### config.mk
export PLATFORM = sky130hd
export DESIGN_NAME = ex1Stage
export DESIGN_NICKNAME = d
export VERILOG_FILES = /design/src/common/ex1Pkg.sv /design/src/hw/ex1/addrGenUnit.sv /design/src/hw/ex1/ex1Control.sv /design/src/hw/ex1/ex1Stage.sv /design/src/hw/ex1/resultMux.sv /design/src/hw/ex1/shiftUnit.sv /design/src/hw/ex1/stackPointerUnit.sv
export VERILOG_INCLUDE_DIRS = /design/src /design/src/common
export SDC_FILE = /design/constraint.sdc
export NUM_CORES = 2
export LEC_CHECK = 0
export BUFFER_PORTS_ARGS = -buffer_cell sky130_fd_sc_hd__buf_4
export CORE_AREA = 4 4 357 359
export DETAILED_ROUTE_END_ITERATION = 8
export DIE_AREA = 0 0 361 363
export PLACE_DENSITY_LB_ADDON = 0.05
export SYNTH_ARGS = -nofsm -noshare
export SYNTH_HDL_FRONTEND = slang
export SYNTH_HIERARCHICAL = 1
export SYNTH_SLANG_ARGS = --single-unit
### constraint.sdc
create_clock -name vclk -period 7
set_input_delay 1.4 -clock vclk [all_inputs]
set_output_delay 1.4 -clock vclk [all_outputs]
set_load 0.01 [all_outputs]
### src/common/ex1_defines.svh
// EX1 stage shared constants
// datapath widths, register IDs, stack step and trap codes
// used by the EX1 RTL and the testbench

`ifndef EX1_DEFINES_SVH
`define EX1_DEFINES_SVH

// datapath widths
`define EX1_XLEN		64		// GPR / CR width
`define EX1_VADDR		48		// virtual address width
`define EX1_GRID_W		6		// GPR ID width
`define EX1_CRID_W		5		// CR ID width

// register IDs
`define EX1_GR_ZZR		6'h3F	// no GPR write this cycle
`define EX1_CR_ZZR		5'h1F	// no CR write this cycle
`define EX1_CR_PC		5'h00	// PC as a control register

// push/pop step in bytes, one quadword
`define EX1_SP_STEP		8

// trap codes raised toward the exception unit
`define EX1_TRAP_RTE		16'hFF00
`define EX1_TRAP_TRAPA_BASE	12'hC08	// low nibble from Rm ID

`endif

### src/common/ex1Pkg.sv
// EX1 stage types
// opcode, IXT sub-op, memory op mode and datapath select encodings

package ex1Pkg;

	// condition code, opUCmd[7:6]
	typedef enum logic [1:0] {
		CC_AL = 2'b00,	// always
		CC_NV = 2'b01,	// never
		CC_CT = 2'b10,	// if SR.T
		CC_CF = 2'b11	// if !SR.T
	} ccT;

	// opcode, opUCmd[5:0]
	typedef enum logic [5:0] {
		UCMD_NOP    = 6'h00,
		UCMD_INVOP  = 6'h01,
		UCMD_LEA_MR = 6'h02,
		UCMD_MOV_RM = 6'h03,	// store
		UCMD_MOV_MR = 6'h04,	// load
		UCMD_PUSHX  = 6'h05,
		UCMD_POPX   = 6'h06,
		UCMD_ADDSP  = 6'h07,
		UCMD_MOV_IR = 6'h08,	// LDI family, sub-op in opUIxt[3:0]
		UCMD_BRA    = 6'h09,
		UCMD_BRA_NB = 6'h0A,	// branch not taken
		UCMD_BSR    = 6'h0B,
		UCMD_JMP    = 6'h0C,
		UCMD_JSR    = 6'h0D,
		UCMD_SHAD3  = 6'h0E,
		UCMD_SHLD3  = 6'h0F,
		UCMD_SHADQ3 = 6'h10,
		UCMD_SHLDQ3 = 6'h11,
		UCMD_OP_IXT = 6'h12	// sub-op in opUIxt[5:0]
	} ucmdT;

	// OP_IXT sub-ops
	typedef enum logic [5:0] {
		IXT_NOP   = 6'h00,
		IXT_BREAK = 6'h01,
		IXT_CLRT  = 6'h02,
		IXT_SETT  = 6'h03,
		IXT_CLRS  = 6'h04,
		IXT_SETS  = 6'h05,
		IXT_NOTT  = 6'h06,
		IXT_NOTS  = 6'h07,
		IXT_MOVT  = 6'h08,
		IXT_MOVNT = 6'h09,
		IXT_TRAPA = 6'h0A,
		IXT_RTE   = 6'h0B
	} ixtT;

	// memory op mode: {st, ld, unsigned, size log2}
	typedef enum logic [4:0] {
		OPM_READY = 5'b00000,	// idle
		OPM_RD_Q  = 5'b01011,	// 64-bit load
		OPM_WR_Q  = 5'b10011	// 64-bit store
	} memOpmT;

	// GPR writeback value source
	typedef enum logic [3:0] {
		RNSEL_NONE, RNSEL_LEA, RNSEL_IMM, RNSEL_SHL8, RNSEL_SHL16, RNSEL_SHL32,
		RNSEL_RT, RNSEL_SHIFT32S, RNSEL_SHIFT32U, RNSEL_SHIFT64, RNSEL_SRT, RNSEL_NSRT
	} rnSelT;

	// CR writeback value source
	typedef enum logic [1:0] {
		CNSEL_NONE, CNSEL_PCSEQ, CNSEL_BRATARGET, CNSEL_RSJUMP
	} cnSelT;

	// next SP source
	typedef enum logic [1:0] {
		SPSEL_KEEP, SPSEL_SUB8, SPSEL_ADD8, SPSEL_ADDIMM
	} spSelT;

endpackage

### src/hw/ex1/addrGenUnit.sv
// EX1 address generation
// 48-bit base plus index scaled by the access size,
// and the PC-relative branch target built from it

`timescale 1ns/1ns
`include "ex1_defines.svh"

module addrGenUnit (
	input  logic [`EX1_VADDR-1:0]  regValRs,	// base
	input  logic [`EX1_VADDR-1:0]  regValRt,	// index
	input  logic [7:0]             opUIxt,		// scale in 5:4
	input  logic [`EX1_VADDR-1:0]  regValPc,
	output logic [`EX1_VADDR-1:0]  aguAddr,
	output logic [`EX1_XLEN-1:0]   braTarget
);

	logic [`EX1_VADDR-1:0] scaledIdx;

	// scale 1, 2, 4 or 8 bytes
	assign scaledIdx = regValRt << opUIxt[5:4];
	assign aguAddr   = regValRs + scaledIdx;

	// branches stay inside the current 4GB region
	assign braTarget = {
		{(`EX1_XLEN-`EX1_VADDR){1'b0}},
		regValPc[`EX1_VADDR-1:32],
		aguAddr[31:0]
	};

endmodule

### src/hw/ex1/ex1Control.sv
// EX1 control
// condition gating and opcode decode for the EX1 stage
// drives writeback IDs, datapath selects, memory op mode,
// SR/LR updates, trap codes and the hold toward earlier stages

`timescale 1ns/1ns
`include "ex1_defines.svh"

module ex1Control (
	input  logic                    clock,		// pipeline interface, logic is combinational
	input  logic                    rst,
	input  logic [7:0]              opUCmd,
	input  logic [7:0]              opUIxt,
	input  logic [`EX1_GRID_W-1:0]  regIdRm,
	input  logic                    opBraFlush,
	input  logic                    opPreBra,	// branch already taken by the front end
	input  logic [`EX1_VADDR-1:0]   regValPc,
	input  logic [`EX1_VADDR-1:0]   regInLr,
	input  logic [`EX1_XLEN-1:0]    regInSr,
	output logic [`EX1_GRID_W-1:0]  regIdRn1,
	output logic [`EX1_CRID_W-1:0]  regIdCn1,
	output logic [`EX1_GRID_W-1:0]  heldIdRn1,
	output logic [`EX1_VADDR-1:0]   regOutLr,
	output logic [`EX1_XLEN-1:0]    regOutSr,
	output ex1Pkg::rnSelT           rnSel,
	output ex1Pkg::cnSelT           cnSel,
	output ex1Pkg::spSelT           spSel,
	output logic                    shiftArith,
	output logic                    memFromSp,
	output ex1Pkg::memOpmT          memOpm,
	output logic                    exHold,
	output logic [15:0]             exTrapExc
);

	ex1Pkg::ccT    cc;
	ex1Pkg::ucmdT  rawCmd;
	ex1Pkg::ucmdT  cancelCmd;	// what a disabled op turns into
	ex1Pkg::ucmdT  cmd;
	logic          opEnable;

	assign cc     = ex1Pkg::ccT'(opUCmd[7:6]);
	assign rawCmd = ex1Pkg::ucmdT'(opUCmd[5:0]);

	// condition check against SR.T, a flush kills everything
	always_comb begin
		opEnable = 1'b0;
		if (!opBraFlush) begin
			case (cc)
				ex1Pkg::CC_AL: opEnable = 1'b1;
				ex1Pkg::CC_NV: opEnable = 1'b0;
				ex1Pkg::CC_CT: opEnable = regInSr[0];
				ex1Pkg::CC_CF: opEnable = !regInSr[0];
				default:       opEnable = 1'b0;
			endcase
		end
	end

	// cancelled BRA still has to undo a predicted branch
	assign cancelCmd = (!opBraFlush && rawCmd == ex1Pkg::UCMD_BRA) ?
		ex1Pkg::UCMD_BRA_NB : ex1Pkg::UCMD_NOP;
	assign cmd = opEnable ? rawCmd : cancelCmd;

	always_comb begin
		// inactive defaults
		regIdRn1   = `EX1_GR_ZZR;
		regIdCn1   = `EX1_CR_ZZR;
		heldIdRn1  = `EX1_GR_ZZR;
		regOutLr   = regInLr;
		regOutSr   = regInSr;
		rnSel      = ex1Pkg::RNSEL_NONE;
		cnSel      = ex1Pkg::CNSEL_NONE;
		spSel      = ex1Pkg::SPSEL_KEEP;
		shiftArith = 1'b0;
		memFromSp  = 1'b0;
		memOpm     = ex1Pkg::OPM_READY;
		exHold     = 1'b0;
		exTrapExc  = 16'h0000;

		case (cmd)
			ex1Pkg::UCMD_NOP: begin
			end
			ex1Pkg::UCMD_INVOP: exHold = !rst;
			ex1Pkg::UCMD_LEA_MR: begin
				regIdRn1 = regIdRm;
				rnSel    = ex1Pkg::RNSEL_LEA;
			end
			ex1Pkg::UCMD_MOV_RM: begin	// store, size and sign from ext byte
				memOpm = ex1Pkg::memOpmT'({2'b10, opUIxt[2], opUIxt[5:4]});
			end
			ex1Pkg::UCMD_MOV_MR: begin	// load data shows up in EX2
				memOpm    = ex1Pkg::memOpmT'({2'b01, opUIxt[2], opUIxt[5:4]});
				heldIdRn1 = regIdRm;
			end
			ex1Pkg::UCMD_PUSHX: begin
				spSel     = ex1Pkg::SPSEL_SUB8;
				memFromSp = 1'b1;
				memOpm    = ex1Pkg::OPM_WR_Q;
			end
			ex1Pkg::UCMD_POPX: begin
				spSel     = ex1Pkg::SPSEL_ADD8;
				memFromSp = 1'b1;
				memOpm    = ex1Pkg::OPM_RD_Q;
				heldIdRn1 = regIdRm;	// popped value lands later
			end
			ex1Pkg::UCMD_ADDSP: spSel = ex1Pkg::SPSEL_ADDIMM;
			ex1Pkg::UCMD_MOV_IR: begin
				regIdRn1 = regIdRm;
				case (opUIxt[3:0])
					4'h0:    rnSel = ex1Pkg::RNSEL_IMM;		// LDI
					4'h1:    rnSel = ex1Pkg::RNSEL_SHL8;
					4'h2:    rnSel = ex1Pkg::RNSEL_SHL16;
					4'h3:    rnSel = ex1Pkg::RNSEL_SHL32;
					default: rnSel = ex1Pkg::RNSEL_RT;		// JLDIX and spares
				endcase
			end
			ex1Pkg::UCMD_BRA_NB: begin
				// predicted taken but not, go back to sequential PC
				if (opPreBra) begin
					regIdCn1 = `EX1_CR_PC;
					cnSel    = ex1Pkg::CNSEL_PCSEQ;
				end
			end
			ex1Pkg::UCMD_BRA, ex1Pkg::UCMD_BSR: begin
				if (cmd == ex1Pkg::UCMD_BSR)
					regOutLr = regValPc;
				if (!opPreBra) begin	// not yet redirected by the front end
					regIdCn1 = `EX1_CR_PC;
					cnSel    = ex1Pkg::CNSEL_BRATARGET;
				end
			end
			ex1Pkg::UCMD_JMP, ex1Pkg::UCMD_JSR: begin
				if (cmd == ex1Pkg::UCMD_JSR)
					regOutLr = regValPc;
				regIdCn1 = `EX1_CR_PC;
				cnSel    = ex1Pkg::CNSEL_RSJUMP;
			end
			ex1Pkg::UCMD_SHAD3, ex1Pkg::UCMD_SHLD3: begin
				regIdRn1   = regIdRm;
				shiftArith = (cmd == ex1Pkg::UCMD_SHAD3);
				rnSel      = shiftArith ? ex1Pkg::RNSEL_SHIFT32S : ex1Pkg::RNSEL_SHIFT32U;
			end
			ex1Pkg::UCMD_SHADQ3, ex1Pkg::UCMD_SHLDQ3: begin
				regIdRn1   = regIdRm;
				shiftArith = (cmd == ex1Pkg::UCMD_SHADQ3);
				rnSel      = ex1Pkg::RNSEL_SHIFT64;
			end
			ex1Pkg::UCMD_OP_IXT: begin
				case (ex1Pkg::ixtT'(opUIxt[5:0]))
					ex1Pkg::IXT_NOP: begin
					end
					ex1Pkg::IXT_BREAK: exHold = !rst;
					ex1Pkg::IXT_CLRT:  regOutSr[0] = 1'b0;
					ex1Pkg::IXT_SETT:  regOutSr[0] = 1'b1;
					ex1Pkg::IXT_CLRS:  regOutSr[1] = 1'b0;
					ex1Pkg::IXT_SETS:  regOutSr[1] = 1'b1;
					ex1Pkg::IXT_NOTT:  regOutSr[0] = !regInSr[0];
					ex1Pkg::IXT_NOTS:  regOutSr[1] = !regInSr[1];
					ex1Pkg::IXT_MOVT: begin
						regIdRn1 = regIdRm;
						rnSel    = ex1Pkg::RNSEL_SRT;
					end
					ex1Pkg::IXT_MOVNT: begin
						regIdRn1 = regIdRm;
						rnSel    = ex1Pkg::RNSEL_NSRT;
					end
					ex1Pkg::IXT_TRAPA: exTrapExc = {`EX1_TRAP_TRAPA_BASE, regIdRm[3:0]};
					ex1Pkg::IXT_RTE:   exTrapExc = `EX1_TRAP_RTE;
					default:           exHold = !rst;	// unknown sub-op
				endcase
			end
			default: exHold = !rst;	// unknown opcode, stall until replaced
		endcase
	end

endmodule

### src/hw/ex1/ex1Stage.sv
// EX1 stage top
// first execute stage of the 64-bit in-order pipeline
// control decodes the micro-op, four datapath units build the results
// purely combinational, only starts loads and stores

`timescale 1ns/1ns
`include "ex1_defines.svh"

module ex1Stage (
	input  logic                    clock,
	input  logic                    rst,
	input  logic [7:0]              opUCmd,		// cc in 7:6, opcode in 5:0
	input  logic [7:0]              opUIxt,
	input  logic [`EX1_GRID_W-1:0]  regIdRm,
	input  logic [`EX1_XLEN-1:0]    regValRs,	// base / source A
	input  logic [`EX1_XLEN-1:0]    regValRt,	// index / source B
	input  logic [`EX1_XLEN-1:0]    regValRm,	// store value
	input  logic [`EX1_VADDR-1:0]   regValPc,
	input  logic [32:0]             regValImm,
	input  logic                    opBraFlush,
	input  logic                    opPreBra,
	input  logic [`EX1_XLEN-1:0]    regInSp,
	input  logic [`EX1_VADDR-1:0]   regInLr,
	input  logic [`EX1_XLEN-1:0]    regInSr,
	output logic [`EX1_GRID_W-1:0]  regIdRn1,
	output logic [`EX1_XLEN-1:0]    regValRn1,
	output logic [`EX1_CRID_W-1:0]  regIdCn1,
	output logic [`EX1_XLEN-1:0]    regValCn1,
	output logic [`EX1_GRID_W-1:0]  heldIdRn1,
	output logic [`EX1_XLEN-1:0]    regOutSp,
	output logic [`EX1_VADDR-1:0]   regOutLr,
	output logic [`EX1_XLEN-1:0]    regOutSr,
	output logic [`EX1_VADDR-1:0]   memAddr,
	output ex1Pkg::memOpmT          memOpm,
	output logic [`EX1_XLEN-1:0]    memDataOut,
	output logic                    exHold,
	output logic [15:0]             exTrapExc
);

	ex1Pkg::rnSelT            rnSel;
	ex1Pkg::cnSelT            cnSel;
	ex1Pkg::spSelT            spSel;
	logic                     shiftArith;
	logic                     memFromSp;	// push/pop address from SP
	logic [`EX1_VADDR-1:0]    aguAddr;
	logic [`EX1_XLEN-1:0]     braTarget;
	logic [31:0]              shift32;
	logic [`EX1_XLEN-1:0]     shift64;

	ex1Control u_ex1Control (
		.clock, .rst, .opUCmd, .opUIxt, .regIdRm, .opBraFlush, .opPreBra,
		.regValPc, .regInLr, .regInSr,
		.regIdRn1, .regIdCn1, .heldIdRn1, .regOutLr, .regOutSr,
		.rnSel, .cnSel, .spSel, .shiftArith, .memFromSp, .memOpm,
		.exHold, .exTrapExc
	);

	addrGenUnit u_addrGenUnit (
		.regValRs  (regValRs[`EX1_VADDR-1:0]),
		.regValRt  (regValRt[`EX1_VADDR-1:0]),
		.opUIxt, .regValPc, .aguAddr, .braTarget
	);

	shiftUnit u_shiftUnit (
		.regValRs, .regValRt, .shiftArith, .shift32, .shift64
	);

	stackPointerUnit u_stackPointerUnit (
		.regInSp, .regValImm, .spSel, .memFromSp, .aguAddr, .regOutSp, .memAddr
	);

	resultMux u_resultMux (
		.rnSel, .cnSel, .spSel, .aguAddr, .braTarget, .shift32, .shift64,
		.regValRs, .regValRt, .regValRm, .regValImm, .regValPc, .regInSr,
		.regValRn1, .regValCn1, .memDataOut
	);

endmodule

### src/hw/ex1/resultMux.sv
// EX1 result mux
// picks the GPR and CR writeback values and the store data
// from the datapath units and the register operands

`timescale 1ns/1ns
`include "ex1_defines.svh"

module resultMux (
	input  ex1Pkg::rnSelT          rnSel,
	input  ex1Pkg::cnSelT          cnSel,
	input  ex1Pkg::spSelT          spSel,		// push selects Rs as store data
	input  logic [`EX1_VADDR-1:0]  aguAddr,
	input  logic [`EX1_XLEN-1:0]   braTarget,
	input  logic [31:0]            shift32,
	input  logic [`EX1_XLEN-1:0]   shift64,
	input  logic [`EX1_XLEN-1:0]   regValRs,
	input  logic [`EX1_XLEN-1:0]   regValRt,
	input  logic [`EX1_XLEN-1:0]   regValRm,
	input  logic [32:0]            regValImm,
	input  logic [`EX1_VADDR-1:0]  regValPc,
	input  logic [`EX1_XLEN-1:0]   regInSr,
	output logic [`EX1_XLEN-1:0]   regValRn1,
	output logic [`EX1_XLEN-1:0]   regValCn1,
	output logic [`EX1_XLEN-1:0]   memDataOut
);

	localparam int PadW = `EX1_XLEN - `EX1_VADDR;	// zero pad above an address

	logic srT;
	assign srT = regInSr[0];

	// GPR value
	always_comb begin
		case (rnSel)
			ex1Pkg::RNSEL_LEA:      regValRn1 = {{PadW{1'b0}}, aguAddr};
			ex1Pkg::RNSEL_IMM:      regValRn1 = {{31{regValImm[32]}}, regValImm};
			ex1Pkg::RNSEL_SHL8:     regValRn1 = {regValRs[55:0], regValImm[7:0]};
			ex1Pkg::RNSEL_SHL16:    regValRn1 = {regValRs[47:0], regValImm[15:0]};
			ex1Pkg::RNSEL_SHL32:    regValRn1 = {regValRs[31:0], regValImm[31:0]};
			ex1Pkg::RNSEL_RT:       regValRn1 = regValRt;	// JLDIX
			ex1Pkg::RNSEL_SHIFT32S: regValRn1 = {{32{shift32[31]}}, shift32};
			ex1Pkg::RNSEL_SHIFT32U: regValRn1 = {32'h0, shift32};
			ex1Pkg::RNSEL_SHIFT64:  regValRn1 = shift64;
			ex1Pkg::RNSEL_SRT:      regValRn1 = {63'h0, srT};
			ex1Pkg::RNSEL_NSRT:     regValRn1 = {63'h0, !srT};
			default:                regValRn1 = '0;
		endcase
	end

	// CR value, only PC writes reach here
	always_comb begin
		case (cnSel)
			ex1Pkg::CNSEL_PCSEQ:     regValCn1 = {{PadW{1'b0}}, regValPc};
			ex1Pkg::CNSEL_BRATARGET: regValCn1 = braTarget;
			ex1Pkg::CNSEL_RSJUMP:    regValCn1 = {{PadW{1'b0}}, regValRs[`EX1_VADDR-1:0]};
			default:                 regValCn1 = '0;
		endcase
	end

	assign memDataOut = (spSel == ex1Pkg::SPSEL_SUB8) ? regValRs : regValRm;

endmodule

### src/hw/ex1/shiftUnit.sv
// EX1 shifter
// shift by a signed 8-bit count, left if positive, right if negative
// 32- and 64-bit results, arithmetic or logical right shift

`timescale 1ns/1ns
`include "ex1_defines.svh"

module shiftUnit (
	input  logic [`EX1_XLEN-1:0]  regValRs,
	input  logic [`EX1_XLEN-1:0]  regValRt,	// count in 7:0
	input  logic                  shiftArith,
	output logic [31:0]           shift32,
	output logic [`EX1_XLEN-1:0]  shift64
);

	logic [`EX1_XLEN-1:0] ext32;	// 32-bit operand widened
	logic [`EX1_XLEN-1:0] res32;

	// shared by both widths, width sets the out-of-range limit
	function automatic logic [`EX1_XLEN-1:0] shiftBy(
		input logic [`EX1_XLEN-1:0] val,
		input logic [7:0]           cnt,
		input logic                 arith,
		input logic [6:0]           width
	);
		logic [7:0] mag;
		logic       fill;
		mag  = cnt[7] ? (~cnt + 8'd1) : cnt;	// -128 gives 128
		fill = arith & val[`EX1_XLEN-1];
		if (mag >= {1'b0, width})
			shiftBy = cnt[7] ? {`EX1_XLEN{fill}} : '0;
		else if (!cnt[7])
			shiftBy = val << mag;
		else if (arith)
			shiftBy = $signed(val) >>> mag;
		else
			shiftBy = val >> mag;
	endfunction

	// upper half carries the sign so a right shift pulls it in
	assign ext32 = {{32{shiftArith & regValRs[31]}}, regValRs[31:0]};
	assign res32 = shiftBy(ext32, regValRt[7:0], shiftArith, 7'd32);

	assign shift32 = res32[31:0];
	assign shift64 = shiftBy(regValRs, regValRt[7:0], shiftArith, 7'd64);

endmodule

### src/hw/ex1/stackPointerUnit.sv
// EX1 stack pointer unit
// next SP for push, pop and ADDSP, and the memory address mux
// SP arithmetic stays within the low 28 bits

`timescale 1ns/1ns
`include "ex1_defines.svh"

module stackPointerUnit (
	input  logic [`EX1_XLEN-1:0]   regInSp,
	input  logic [32:0]            regValImm,	// ADDSP offset in 15:3
	input  ex1Pkg::spSelT          spSel,
	input  logic                   memFromSp,
	input  logic [`EX1_VADDR-1:0]  aguAddr,
	output logic [`EX1_XLEN-1:0]   regOutSp,
	output logic [`EX1_VADDR-1:0]  memAddr
);

	logic [`EX1_XLEN-1:0]  spSub;
	logic [`EX1_XLEN-1:0]  spAdd;
	logic [`EX1_XLEN-1:0]  spAddImm;
	logic [`EX1_XLEN-1:0]  spNext;
	logic [`EX1_VADDR-1:0] spMemAddr;

	// one quadword step, low 3 bits untouched
	assign spSub = {regInSp[63:28], regInSp[27:0] - 28'(`EX1_SP_STEP)};
	assign spAdd = {regInSp[63:28], regInSp[27:0] + 28'(`EX1_SP_STEP)};
	assign spAddImm = {regInSp[63:28],
		regInSp[27:0] + {{12{regValImm[15]}}, regValImm[15:3], 3'b000}};

	always_comb begin
		case (spSel)
			ex1Pkg::SPSEL_SUB8:   spNext = spSub;
			ex1Pkg::SPSEL_ADD8:   spNext = spAdd;
			ex1Pkg::SPSEL_ADDIMM: spNext = spAddImm;
			default:              spNext = regInSp;
		endcase
	end
	assign regOutSp = spNext;

	// push writes below SP, pop reads at SP
	assign spMemAddr = (spSel == ex1Pkg::SPSEL_SUB8) ? spSub[`EX1_VADDR-1:0] :
		regInSp[`EX1_VADDR-1:0];
	assign memAddr = memFromSp ? spMemAddr : aguAddr;

endmodule

==> impl_results.md <==
- Placed wire-length estimate: 210,000 um
- Yosys top cell area share: 10.7%
- Core Area: 124,000 um^2
- Worst path required time: 5.60 ns
- Routed vias: 38,749
- Mean Syn Cell Area: 7.19 um^2
- CP Max Fanout: 19
- Hold Startpoint: regInSp[49]
- DRC: 0
- Count of pins over their slew limit: 0
- Ratio of cells with drive above 1 in the final layout: 46.2%
- Final Util: 33.0%
- I/O pin count: 930
- Setup tns final: -0.0291 ns
- Post-synthesis instance total: 3,690
- Worst Max-Slew Pin Slew: 1.05 ns
- Slew margin rel.: 29.5%
- Startpoint Class: input pin
- WP data arrival: 5.62 ns
- Rows: 129
- WHS: 2.80 ns
- First-pass iteration count of the detailed router: 6
- Initial antenna violation count: 15
- Failing checks: setup timing
- Port bufs: 752
- Largest net degree at the start of global routing: 73
- YS warnings: 6
- Dominant cell type by area after synthesis: mux4_2
- Clk_buf instances: 0
- Final hold violation count: 0
- Initial drt markers: 4,505
- Most frequent cells in the layout: 1,776 x buf_4, 334 x nand2_1, 326 x a21oi_1, 276 x nor2_1, 214 x o21ai_0
- WHS Endpoint: regOutSp[49]
- Routed wire length: 250,000 um
- Post-synthesis sequential area ratio: 0%
- Area contributors post-synth: mux4_2 11%, mux2_2 8.0%, mux2i_1 7.6%
- GRT overflow: 0
- Die area: 131,000 um^2
- # setup viols final: 2
- GRT Total Usage: 35.9%
- Dpl cell area: 40,100 um^2
- Crit path capture type: output pin
- DR vias/cell: 5.81
- Synth unique cells: 112
- Post-route clock period utilization: 100%
- Max cap viols: 0
- Average wire per standard cell: 37.5 um
- Power density over cell area: 121 nW/um^2
- Min-delay worst type: in -> out
- RD Place Congestion: 0.994
- Worst Hold Depth: 0
- Kind of critical path: in -> out
- Routed Antenna Nets: 0
- FF+latch area: 0 um^2
- Leak: 17.8 nW
- Global-route wire length before repair: 333,000 um
- Die height: 363 um
- Area growth syn-to-layout: 54.0%
- Nets: 5,560
- Final instance area: 40,800 um^2
- DP Worst Slack: -0.404 ns
- Max frequency: 143 MHz
- FFs & Latches: 0
- Worst vdd ir: 0.0575 mV
- Vias in the first global route: 37,792
- Run status: finished with violations
- Die width: 361 um
- Initial Util: 21.4%
- Most common cell after layout, fill and taps aside: buf_4
- Post-Syn Area: 26,500 um^2
- Final WS setup: -0.0175 ns
- Post-route minimum period: 7.02 ns
-- report_power, final --
group	internal (mW)	switching, mW	leakage, nW
registers	0	0	0
logic	2.06	2.86	17.8
clock network	0.0000000376	0	0.0000917
-- through the flow --
stage / power, mW / cells
after floorplan: 1.98 / 3707
after global placement: 4.74 / 6646
after detailed placement: 4.70 / 6646
after CTS: 4.75 / 6646
after global routing: 5.07 / 6654
final: 4.92 / 6667
-- how the worst max path moves through the flow --
stage	start	endpoint	slack, ns	depth (start not counted)
2_1_floorplan	opUCmd[7]	regOutSp[19]	0.02	18
3_3_place_gp	regValRt[0]	regValRn1[18]	-0.48	21
3_5_place_dp	regInSr[0]	regOutSp[23]	-0.40	21
4_1_cts	regValRt[0]	regValRn1[26]	-0.06	19
5_1_grt	regInSr[0]	regValRn1[1]	-0.005	22
6_report	regValRt[0]	regValRn1[38]	-0.02	20
-- cell usage after synthesis (30+ instances only) --
cell type / n
mux2_2: 188
nand2b_1: 31
o21ai_0: 229
xor2_1: 46
buf_4: 211
a31oi_1: 39
xnor2_1: 62
nor2_1: 284
o22ai_1: 54
a211oi_1: 31
o221ai_1: 30
a22o_1: 106
nor3_1: 74
a21oi_1: 345
mux4_2: 126
and3_1: 41
mux2_1: 47
inv_1: 33
a21o_1: 36
mux2i_1: 202
o211ai_1: 41
nand2_1: 339
a222oi_1: 40
ha_1: 65
nand4_1: 30
buf_2: 122
a221oi_1: 36
a22oi_1: 81
clkbuf_1: 161
and2_1: 41
nand3_1: 103
-- logic make-up after synthesis --
family | synth area share (%)
and+or+nand+nor | 19.6
muxes | 28.4
adders and majority gates | 3.22
buffers and inverters | 12.1
other | 0.0283
AOI/OAI and AO/OA | 32.9
xor gates and xnor gates | 3.75
-- routing by layer --
layer / routed length [um] / track usage, % / up-vias / part of all wire (%)
met1: 111000 / 50.1 / 19725 / 44
met3: 17700 / 4.83 / 301 / 7.1
met4: 8420 / 9.66 / 4 / 3.4
li1: - / - / 16738 / -
met2: 114000 / 58.3 / 1981 / 45
met5: 62 / 0 / - / 0.025
-- critical path, cell delays in order --
cell and delay (ns):
buf_6 0.11, inv_6 0.09, ha_4 0.21, mux2_4 0.27, buf_12 0.16, buf_12 0.20, mux2i_4 0.18, mux4_2 0.52
nand2_1 0.16, o211ai_1 0.12, buf_4 0.18, a22oi_1 0.49, o21ai_0 0.18, nand3b_1 0.12, buf_4 0.18, a22oi_1 0.12
o22ai_1 0.23, a21oi_1 0.06, a21oi_1 0.34, buf_4 0.20
-- cell type report --
class,instances,area [um^2]
fill,13583,83000
inverter,36,140
antenna,14,35.0
multi-input combinational,3140,24100
timing repair buffer,1840,14500
tap,1637,2050
-- what timing repair did --
action / CTS / global route
gates cloned: 0 / 1
hold buffers: 0 / 0
resized for setup: 53 / 86
endpoints found under the setup margin: 33 / 52
pin swaps: 9 / 27
setup buffers: 0 / 8
No activity file was read; power rests on OpenSTA's default activity.
